**config.mk**
```make
export PLATFORM = sky130hd
export DESIGN_NAME = line_accel_top
export DESIGN_NICKNAME = d
export VERILOG_FILES = /design/src/raster_pkg.sv /design/src/accel_port_pkg.sv /design/src/line_accel_top.sv /design/src/pixel_credit_queue.sv /design/src/line_drawer.sv /design/src/line_drawer_accel_adapter.sv
export VERILOG_INCLUDE_DIRS = /design/src
export SDC_FILE = /design/constraint.sdc
export NUM_CORES = 1
export LEC_CHECK = 0
export BUFFER_PORTS_ARGS = -buffer_cell sky130_fd_sc_hd__buf_2
export CORE_MARGIN = 1.5
export CORE_UTILIZATION = 55
export DETAILED_ROUTE_END_ITERATION = 10
export GPL_TIMING_DRIVEN = 0
export PLACE_DENSITY = 0.83
export SYNTH_ARGS = -nofsm -noshare
export SYNTH_HDL_FRONTEND = slang
export SYNTH_HIERARCHICAL = 1
export SYNTH_SLANG_ARGS = --single-unit
export TNS_END_PERCENT = 5
```
**constraint.sdc**
```tcl
create_clock -name clk -period 13.54 [get_ports clk]
set_input_delay 2.031 -clock clk [delete_from_list [all_inputs] [get_ports clk]]
set_output_delay 2.031 -clock clk [all_outputs]
set_load 0.01 [all_outputs]
```
**src/line_accel_config.svh**
```systemverilog
`ifndef LINE_ACCEL_CONFIG_SVH
`define LINE_ACCEL_CONFIG_SVH

// width of one coordinate and of one host port word
`define COORD_W 16

// Bresenham error term needs headroom for the doubled error and both extents
`define ERR_W (`COORD_W + 3)

// entries in the pixel queue between the engine and the consumer
`define PIXQ_DEPTH 4

// credits granted to the pixel queue after reset
`define PIX_CREDITS 3

`endif
```
**src/raster_pkg.sv**
```systemverilog
`include "line_accel_config.svh"

package raster_pkg;

    typedef logic [`COORD_W-1:0] coord_t;

    // both endpoints of one line, all coordinates unsigned
    typedef struct packed {
        coord_t x1;
        coord_t y1;
        coord_t x2;
        coord_t y2;
    } line_cmd_t;

    typedef struct packed {
        coord_t x;
        coord_t y;
    } pixel_t;

    // the engine sits in STEP for every pixel it offers, FINISH carries done
    typedef enum logic [1:0] {
        IDLE,
        STEP,
        FINISH
    } drawer_state_e;

endpackage

```
**src/accel_port_pkg.sv**
```systemverilog
`include "line_accel_config.svh"

package accel_port_pkg;

    // one data word on the host accelerator port
    typedef logic [`COORD_W-1:0] accel_word_t;

    // the host writes x1, y1, x2, y2 in that order, then the line runs
    typedef enum logic [2:0] {
        READ_X1,
        READ_Y1,
        READ_X2,
        READ_Y2,
        START,
        WORK
    } adapter_state_e;

endpackage

```
**src/line_accel_top.sv**
```systemverilog
`timescale 1ns/1ps

module line_accel_top
    import accel_port_pkg::*;
    import raster_pkg::*;
(
    input  logic        clk,
    input  logic        rst_n,
    output logic        can_read,
    output logic        can_write,
    input  logic        read_enable,
    input  logic        write_enable,
    output accel_word_t read_data,
    input  accel_word_t write_data,
    output logic        out_valid,
    output pixel_t      out_pix,
    input  logic        credit_return
);

    logic      start;
    logic      done;
    line_cmd_t cmd;
    logic      pix_valid;
    logic      pix_ready;
    pixel_t    pix;

    line_drawer_accel_adapter u_adapter (
        .clk          (clk),
        .rst_n        (rst_n),
        .can_read     (can_read),
        .can_write    (can_write),
        .read_enable  (read_enable),
        .write_enable (write_enable),
        .read_data    (read_data),
        .write_data   (write_data),
        .start        (start),
        .done         (done),
        .cmd          (cmd)
    );

    // the adapter sequences lines by done, so ready is left open here
    line_drawer u_drawer (
        .clk       (clk),
        .rst_n     (rst_n),
        .start     (start),
        .cmd       (cmd),
        .ready     (),
        .done      (done),
        .pix_valid (pix_valid),
        .pix       (pix),
        .pix_ready (pix_ready)
    );

    pixel_credit_queue u_queue (
        .clk           (clk),
        .rst_n         (rst_n),
        .pix_valid     (pix_valid),
        .pix           (pix),
        .pix_ready     (pix_ready),
        .out_valid     (out_valid),
        .out_pix       (out_pix),
        .credit_return (credit_return)
    );

endmodule

```
**src/pixel_credit_queue.sv**
```systemverilog
`timescale 1ns/1ps
`include "line_accel_config.svh"

module pixel_credit_queue
    import raster_pkg::*;
(
    input  logic   clk,
    input  logic   rst_n,
    input  logic   pix_valid,
    input  pixel_t pix,
    output logic   pix_ready,
    output logic   out_valid,
    output pixel_t out_pix,
    input  logic   credit_return
);

    pixel_t mem [`PIXQ_DEPTH];

    logic [$clog2(`PIXQ_DEPTH)-1:0]    wr_ptr;
    logic [$clog2(`PIXQ_DEPTH)-1:0]    rd_ptr;
    logic [$clog2(`PIXQ_DEPTH+1)-1:0]  count;
    logic [$clog2(`PIX_CREDITS+1)-1:0] credits;
    logic                              push;
    logic                              pop;

    assign pix_ready = (count != `PIXQ_DEPTH);
    assign push      = pix_valid && pix_ready;

    // the head leaves in any cycle the consumer still has room for it
    assign out_valid = (count != 0) && (credits != 0);
    assign pop       = out_valid;
    assign out_pix   = mem[rd_ptr];

    always_ff @(posedge clk) begin
        if (push) begin
            mem[wr_ptr] <= pix;
        end
    end

    always_ff @(posedge clk or negedge rst_n) begin
        if (!rst_n) begin
            wr_ptr <= '0;
            rd_ptr <= '0;
            count  <= '0;
        end else begin
            if (push) begin
                wr_ptr <= (wr_ptr == `PIXQ_DEPTH - 1) ? '0 : wr_ptr + 1;
            end
            if (pop) begin
                rd_ptr <= (rd_ptr == `PIXQ_DEPTH - 1) ? '0 : rd_ptr + 1;
            end
            if (push && !pop) begin
                count <= count + 1;
            end else if (pop && !push) begin
                count <= count - 1;
            end
        end
    end

    always_ff @(posedge clk or negedge rst_n) begin
        if (!rst_n) begin
            credits <= `PIX_CREDITS;
        end else if (pop && !credit_return) begin
            credits <= credits - 1;
        end else if (credit_return && !pop) begin
            credits <= credits + 1;
        end
    end

    // a consumer returning more credits than it was given would wrap the counter
    assert property (@(posedge clk) disable iff (!rst_n)
        credit_return && !pop |-> credits < `PIX_CREDITS)
        else $error("credit returned while all credits are held");

    // the write pointer runs ahead of the read pointer by the number of stored entries
    assert property (@(posedge clk) disable iff (!rst_n)
        wr_ptr == rd_ptr + count[$clog2(`PIXQ_DEPTH)-1:0])
        else $error("pixel queue pointers and entry count disagree");

endmodule

```
**src/line_drawer.sv**
```systemverilog
`timescale 1ns/1ps
`include "line_accel_config.svh"

module line_drawer
    import raster_pkg::*;
(
    input  logic      clk,
    input  logic      rst_n,
    input  logic      start,
    input  line_cmd_t cmd,
    output logic      ready,
    output logic      done,
    output logic      pix_valid,
    output pixel_t    pix,
    input  logic      pix_ready
);

    drawer_state_e state;

    coord_t cur_x;
    coord_t cur_y;
    coord_t end_x;
    coord_t end_y;
    logic   step_x_neg;
    logic   step_y_neg;

    // dx_r holds +|dx| and dy_r holds -|dy|, as in the integer all-octant form
    logic signed [`ERR_W-1:0] dx_r;
    logic signed [`ERR_W-1:0] dy_r;
    logic signed [`ERR_W-1:0] err;

    coord_t                   abs_dx;
    coord_t                   abs_dy;
    logic signed [`ERR_W-1:0] dx_load;
    logic signed [`ERR_W-1:0] dy_load;
    logic signed [`ERR_W-1:0] e2;
    logic                     move_x;
    logic                     move_y;
    logic                     at_end;
    logic                     accept;

    assign abs_dx = (cmd.x2 >= cmd.x1) ? cmd.x2 - cmd.x1 : cmd.x1 - cmd.x2;
    assign abs_dy = (cmd.y2 >= cmd.y1) ? cmd.y2 - cmd.y1 : cmd.y1 - cmd.y2;

    assign dx_load = {{(`ERR_W - `COORD_W){1'b0}}, abs_dx};
    assign dy_load = -{{(`ERR_W - `COORD_W){1'b0}}, abs_dy};

    assign e2     = err <<< 1;
    assign move_x = (e2 >= dy_r);
    assign move_y = (e2 <= dx_r);
    assign at_end = (cur_x == end_x) && (cur_y == end_y);
    assign accept = (state == STEP) && pix_ready;

    assign ready     = (state == IDLE);
    assign done      = (state == FINISH);
    assign pix_valid = (state == STEP);
    assign pix       = '{x: cur_x, y: cur_y};

    always_ff @(posedge clk or negedge rst_n) begin
        if (!rst_n) begin
            state <= IDLE;
        end else begin
            case (state)
                IDLE: begin
                    if (start) state <= STEP;
                end
                STEP: begin
                    if (accept && at_end) state <= FINISH;
                end
                FINISH: begin
                    state <= IDLE;
                end
                default: begin
                    state <= IDLE;
                end
            endcase
        end
    end

    // a stalled pixel keeps its coordinates and error term until it is taken
    always_ff @(posedge clk) begin
        if (state == IDLE && start) begin
            cur_x      <= cmd.x1;
            cur_y      <= cmd.y1;
            end_x      <= cmd.x2;
            end_y      <= cmd.y2;
            step_x_neg <= (cmd.x2 < cmd.x1);
            step_y_neg <= (cmd.y2 < cmd.y1);
            dx_r       <= dx_load;
            dy_r       <= dy_load;
            err        <= dx_load + dy_load;
        end else if (accept && !at_end) begin
            if (move_x) begin
                cur_x <= step_x_neg ? cur_x - 1 : cur_x + 1;
            end
            if (move_y) begin
                cur_y <= step_y_neg ? cur_y - 1 : cur_y + 1;
            end
            err <= err + (move_x ? dy_r : '0) + (move_y ? dx_r : '0);
        end
    end

    // the adapter must wait for the previous line to finish
    assert property (@(posedge clk) disable iff (!rst_n) start |-> ready)
        else $error("start received while the line engine is busy");

endmodule

```
**src/line_drawer_accel_adapter.sv**
```systemverilog
`timescale 1ns/1ps

module line_drawer_accel_adapter
    import accel_port_pkg::*;
    import raster_pkg::*;
(
    input  logic        clk,
    input  logic        rst_n,
    output logic        can_read,
    output logic        can_write,
    input  logic        read_enable,
    input  logic        write_enable,
    output accel_word_t read_data,
    input  accel_word_t write_data,
    output logic        start,
    input  logic        done,
    output line_cmd_t   cmd
);

    adapter_state_e state;
    accel_word_t    line_count;

    assign can_write = (state == READ_X1) || (state == READ_Y1) ||
                       (state == READ_X2) || (state == READ_Y2);

    // reads are only offered while no coordinate of a new line has been taken
    assign can_read  = (state == READ_X1);
    assign read_data = line_count;

    assign start = (state == START);

    always_ff @(posedge clk or negedge rst_n) begin
        if (!rst_n) begin
            state <= READ_X1;
        end else begin
            case (state)
                READ_X1: begin
                    if (write_enable) state <= READ_Y1;
                end
                READ_Y1: begin
                    if (write_enable) state <= READ_X2;
                end
                READ_X2: begin
                    if (write_enable) state <= READ_Y2;
                end
                READ_Y2: begin
                    if (write_enable) state <= START;
                end
                START: begin
                    state <= WORK;
                end
                WORK: begin
                    if (done) state <= READ_X1;
                end
                default: begin
                    state <= READ_X1;
                end
            endcase
        end
    end

    always_ff @(posedge clk or negedge rst_n) begin
        if (!rst_n) begin
            line_count <= '0;
        end else if (state == WORK && done) begin
            line_count <= line_count + 1;
        end
    end

    // the engine reads cmd until done, so fields only change in the read states
    always_ff @(posedge clk) begin
        if (write_enable) begin
            case (state)
                READ_X1: cmd.x1 <= write_data;
                READ_Y1: cmd.y1 <= write_data;
                READ_X2: cmd.x2 <= write_data;
                READ_Y2: cmd.y2 <= write_data;
                default: begin
                end
            endcase
        end
    end

    // the host must honour both flags of the port
    assert property (@(posedge clk) disable iff (!rst_n) write_enable |-> can_write)
        else $error("write_enable while the adapter is busy");

    assert property (@(posedge clk) disable iff (!rst_n) read_enable |-> can_read)
        else $error("read_enable while a line is being taken or drawn");

endmodule

```
# Yosys cells after proc, flatten, opt, wreduce, memory -nomap -nowiden
# Memories as Yosys holds them, arrays and structs flattened.
# Cells that the tools add are included.
word_totals:
  register_bits: 214
  mem_bits_rw: 128
  input_bits: 21
  out_inout_bits: 51
  elab_cells: 131
  memories: 1
classes:
  addsub: 19
  order_cmp: 6
  n_eq_ne: 19
  mux: 31
  reduce_logical: 35
memory_table:
  columns: ["memory", "words", "width", "rd", "rd_clocked_by_memory_dff", "wr", "line_no", "text"]
  rows:
  - ["u_queue.mem", 4, 32, 1, 0, 1, "pixel_credit_queue.sv:17", "pixel_t mem [`PIXQ_DEPTH];"]
op_table:
  columns: ["operator", "n"]
  rows:
  - ["$mux W16", 11]
  - ["$sub A16 B16 Y16", 4]
  - ["$mux W19", 3]
  - ["$add A16 B1 Y16 const B", 3]
  - ["$add A19 B19 Y19", 2]
  - ["$eq A16 B16 Y1", 2]
  - ["$ge A16 B16 Y1", 2]
  - ["$lt A16 B16 Y1", 2]
  - ["$sub A16 B1 Y16 const B", 2]
  - ["$mux W3", 7]
  - ["$add A17 B19 Y19", 1]
  - ["$ge A19 B19 Y1", 1]
  - ["$le A19 B17 Y1", 1]
  - ["$neg A16 Y19", 1]
  - ["$pmux W3 S6", 1]
  - ["$reduce_and A2 Y1", 7]
  - ["$mux W2", 6]
  - ["$reduce_bool A2 Y1", 6]
  - ["$logic_and A1 B1 Y1", 11]
  - ["$ne A2 B2 Y1 const B", 4]
  - ["$add A2 B1 Y2 const B", 3]
  - ["$eq A2 B2 Y1 const B", 3]
  - ["$eq A3 B2 Y1 const B", 2]
  - ["$eq A3 B3 Y1 const B", 2]
  - ["other kinds (15)", 23]

# Depth between registers and ports, before layout
depth:
  ltp_word: 6
  mapped_depth: 29
  mapped_depth_nobuf: 29

# Hierarchy
# Netlist, hierarchy kept.
by_module_without_submodules:
  columns: ["module", "instances", "cells_each", "area_per_inst_um2", "seq_area_each_um2"]
  rows:
  - ["line_drawer", 1, 1304, 11997.8, 3623.5]
  - ["pixel_credit_queue", 1, 213, 5216.3, 4071.4]
  - ["line_drawer_accel_adapter", 1, 148, 2841.5, 2397.3]

# Least setup slack after synthesis
# OpenSTA, ideal clock, no wires.
synth_timing:
  path_kind: "reg-to-reg"
  from: "reg u_drawer.err[0]"
  to: "reg u_drawer.err[17], data pin"
  setup_time_ns: 0.269
  arrival_time_ns: 5.248
  required_ns: 13.271
  setup_slack_ns: 8.022
  stages_incl_launch_ff: 28
  path_buffers: 0
  period_less_slack_ns: 5.518
  path_cell_list: "edfxtp_1 > ha_1 > nor2b_1 > o21a_1 > o21a_1 > o21a_1 > o21a_1 > o21ai_0 > a2111oi_0 > o31ai_1 > a31oi_1 > inv_1 > nor2_1 > fa_1 > ha_1 > fa_1 > a21o_1 > a21oi_1 > o21bai_1 > a21oi_1 > nor2b_1 > o21a_1 > o31a_1 > nor4_1 > o31a_1 > o21ai_0 > xnor2_1 > o211ai_1"
synth_via:
  elab_chain_cells: 6
  word_cells_on_any_way: 8
  classes_between: "2 x add/sub; 2 x order compare; 4 x mux"
synth_rtl:
  columns: ["element", "line_no", "text"]
  rows:
  - ["start, declared", "line_drawer.sv:30", "logic signed [`ERR_W-1:0] err;"]
  - ["start signal, assigned", "line_drawer.sv:91", "err <= dx_load + dy_load;"]
  - ["start signal, assigned", "line_drawer.sv:99", "err <= err + (move_x ? dy_r : '0) + (move_y ? dx_r : '0);"]
  - ["$ge A19 B19 Y1", "line_drawer.sv:49", "assign move_x = (e2 >= dy_r);"]
  - ["$mux W19", "line_drawer.sv:99", null]
  - ["$add A19 B19 Y19", "line_drawer.sv:99", null]
  - ["$add A19 B19 Y19 *", "line_drawer.sv:99", null]
  - ["$mux W19 *", "line_drawer.sv:92", "end else if (accept && !at_end) begin"]
  - ["$mux W19 *", "line_drawer.sv:82", "if (state == IDLE && start) begin"]
# Every way passes the cells marked *; elsewhere a longest branch is shown, timed or not. The select of a mux whose other input is x is not followed.
# A chain may end at the register's enable or synchronous reset.

# Worst setup path in the final report
# Same ends and word-level chain as after synthesis.

==> out/metrics.cfg <==
[run_status]
status=complete, but fails checks
violations=design-rule violations

[logic_synthesis]
ys_ff_latch=341
synth_ff_type=edfxtp_1
synth_edf_count=311
syn-instance-count=1665
ys.warnings.count=6
syn_area_sq_um=20100
synth_area_leader_cell=edfxtp_1
synth.avg_cell_area_sq_um=12.0
netlist.area_leader.share=0.466
async_reset_ff_frac=0.0880
ys_seq_area_frac=0.503
syn_nets=1875
synth_area_leaders=edfxtp_1 (47%), ha_1 (10%), xnor2_1 (4.0%)
synthDistinctLibCells=99

[clocking]
postCtsResizedCells=0
cts_buffers=36
cts_buffer_depth=3
insertion_delay_ns=0.52
post_cts_buffers=0
cts_tree=built
htreeDepth=2
clkTransAtPathRegs_ns=0.06
cts_sinks=341
holdBufCountCts=0
root_buffer=clkbuf_16

[timing]
rsz0062_at_grt=no
final.min_clock_period_ns=6.94
fin_tns_setup_ns=0
report.final.slew_viol_count=0
fmax_ghz=0.144
fin_skew_ns=0.0154
worst_pin_slew_ns=1.15
setup_viol=0
hold_viol_final=0
slew-limit-headroom=0.234
finalCritPeriodShare=0.512

[layout]
syn2layout_area_growth_pct=11.0
fin_cells=2265
final_nets=1988
drive_gt1_frac=0.136
antennaDiodeCount=0

[placement]
dp.final_hpwl_mm=36.5
gp_congestion=0.929
dpl.cell_count=2201
io_buffers=70

[route]
routed_via_density=6.06
drt.antenna.violating_nets=0
drt_iter0_markers=1351
drt_wl_total_mm=48.9
avgRoutedWirePerCell_um=21.6
route.detailed.drc=4
vias=13700
first_pass_iters=9

[grt]
grt_max_degree=44
grtUsageTotal=0.262
grt_pass1_vias=13700
gr-total-overflow=0
antenna_found_initial=0
grt_pass1_wl_mm=76.0

[worst_setup_path]
crit_type=reg -> reg
r2r-end=u_drawer/err[17]
cp.required_ns=13.79
crit_path_end_kind=flip-flop
r2r-start=u_drawer/err[0]
r2r_slack_ns=6.60
ff2ff_path_depth=27
crit_fanout=6
startpoint_type=flip-flop
worstPathArrival_ns=7.19

[floorplanning]
rows=69
die_x_um=194
ios=72
initial_core_util=0.561
design.core.area_sq_um=35700
die_h_um=194
die_area_sq_um=37600

[min_path]
hp-class=reg -> reg
holdPathStages=1
hold-path-endpoint=u_adapter/read_data[15]
min_from=u_adapter/read_data[15]

[job]
maxCapViolCount=0

[power]
ir_drop_uv=163
p_per_area_nw_per_um2=271
cellLeakagePower_nw=8.99

[synth_stat cells, drive strengths merged, types with 6 or more instances]
cell type	instances
edfxtp	311
inv	165
ha	164
nor2	126
a21oi	109
xnor2	92
nand2	79
o21ai	70
a21o	39
nand3	35
xor2	35
mux4	32
nor3	30
dfrtp	28
fa	25
a211oi	24
nor2b	23
nand4	22
o21a	21
buf	20
clkbuf	18
o31ai	16
nor4	13
a21boi	12
o21bai	12
and3	11
mux2	11
mux2i	10
and2	9
a31oi	8
or3	8
a2111oi	7
a221oi	7
o211ai	6
or2	6
[metrics by stage]
stage | power, mW | setup WS [ns] | hold slack (ns) | area [sq um] | util
6_report | 6.03 | 6.60 | 0.473 | 22300 | 0.623
5_1_grt | 6.44 | 6.11 | 0.492 | 22300 | 0.623
4_1_cts | 6.02 | 6.60 | 0.477 | 22300 | 0.623
3_5_place_dp | 4.99 | 6.69 | 0.464 | 21100 | 0.590
3_3_place_gp | 4.83 | 6.88 | 0.445 | 21000 | 0.587
2_1_floorplan | 4.14 | 8.02 | 0.433 | 20100 | -
[routing by layer]
| metal | global-route usage | part of all wire | up-vias |
|---|---|---|---|
| li1 | - | - | 6337 |
| met1 | 0.349 | 0.41 | 6679 |
| met2 | 0.447 | 0.48 | 589 |
| met3 | 0.0336 | 0.073 | 116 |
| met4 | 0.0871 | 0.033 | 0 |
| met5 | 0 | 0 | - |
[kinds of logic (layout without fill, tap and decap cells)]
group | after synthesis | after routing | synth area share
adders and majority gates | 190 | 190 | 0.128
xor gates and xnor gates | 127 | 127 | 0.0555
DFF | 341 | 341 | 0.503
muxes | 53 | 53 | 0.0482
and+or+nand+nor | 390 | 390 | 0.0996
AOI/OAI and AO/OA | 360 | 360 | 0.121
buffers and inverters | 204 | 343 | 0.0451
[layout by cell type (no fill, tap or decap), types with 9 or more instances in the layout]
master / count
edfxtp_1: 311
inv_1: 165
ha_1: 164
nor2_1: 124
a21oi_1: 108
xnor2_1: 92
nand2_1: 78
buf_2: 76
o21ai_0: 65
a21o_1: 37
clkbuf_16: 36
xor2_1: 35
nand3_1: 34
dfrtp_1: 28
mux4_2: 28
nor3_1: 25
fa_1: 25
a211oi_1: 24
nor2b_1: 23
clkbuf_1: 22
nand4_1: 20
o21a_1: 20
o31ai_1: 15
nor4_1: 11
o21bai_1: 11
and3_1: 10
mux2_2: 10
a21boi_0: 10
buf_6: 9
mux2i_1: 9
[cell type report]
cell class / instances / area [sq um]
Sequential cell: 341 / 10100
Buffer: 38 / 283
Multi-Input combinational cell: 1120 / 9080
Clock inverter: 20 / 228
Tap cell: 461 / 577
Timing Repair Buffer: 75 / 419
Clock buffer: 44 / 951
Fill cell: 2699 / 13500
Inverter: 166 / 623
[worst max-delay path, stage by stage, from the launching register on]
cell and delay [ns]:
edfxtp_1 0.44, ha_1 0.30, nor2b_1 0.16, o21a_1 0.14, o21a_1 0.12, o21a_1 0.11
o21a_1 0.11, o21ai_0 0.11, a2111oi_0 0.49, o31ai_1 0.16, a31oi_1 0.53, inv_1 0.30
nor2_1 0.21, fa_1 0.44, ha_1 0.24, fa_1 0.41, a21o_1 0.19, a21oi_1 0.24
o21bai_1 0.10, a21oi_1 0.23, nor2b_1 0.08, o21a_1 0.20, o31a_1 0.27, nor4_1 0.33
o31a_1 0.26, o21ai_0 0.13, xnor2_1 0.22, o211ai_1 0.14
[worst max-delay path by stage]
stage / startpoint / end / slack [ns] / cells after the start
6_report: u_drawer/err[0] / u_drawer/err[17] / 6.60 / 27
3_3_place_gp: u_drawer/err[0] / u_drawer/err[17] / 6.88 / 27
2_1_floorplan: u_drawer/err[0] / u_drawer/err[17] / 8.02 / 27
5_1_grt: u_drawer/err[0] / u_drawer/err[17] / 6.11 / 27
4_1_cts: u_drawer/err[0] / u_drawer/err[17] / 6.60 / 27
3_5_place_dp: u_drawer/err[0] / u_drawer/err[17] / 6.69 / 27
[power by group]
part           internal, mW  switching (mW)
registers              1.70           0.246
clock network         0.581           0.414
logic                  1.30            1.80
[registers in the layout, summed over array words and instances (netlist names), 18 cells and up]
| name | flops |
|---|---|
| u_adapter/cmd | 64 |
| u_drawer/err | 18 |
| u_queue/mem | 128 |
| u_drawer/dy_r | 19 |
(Power assumes the default switching activity.)
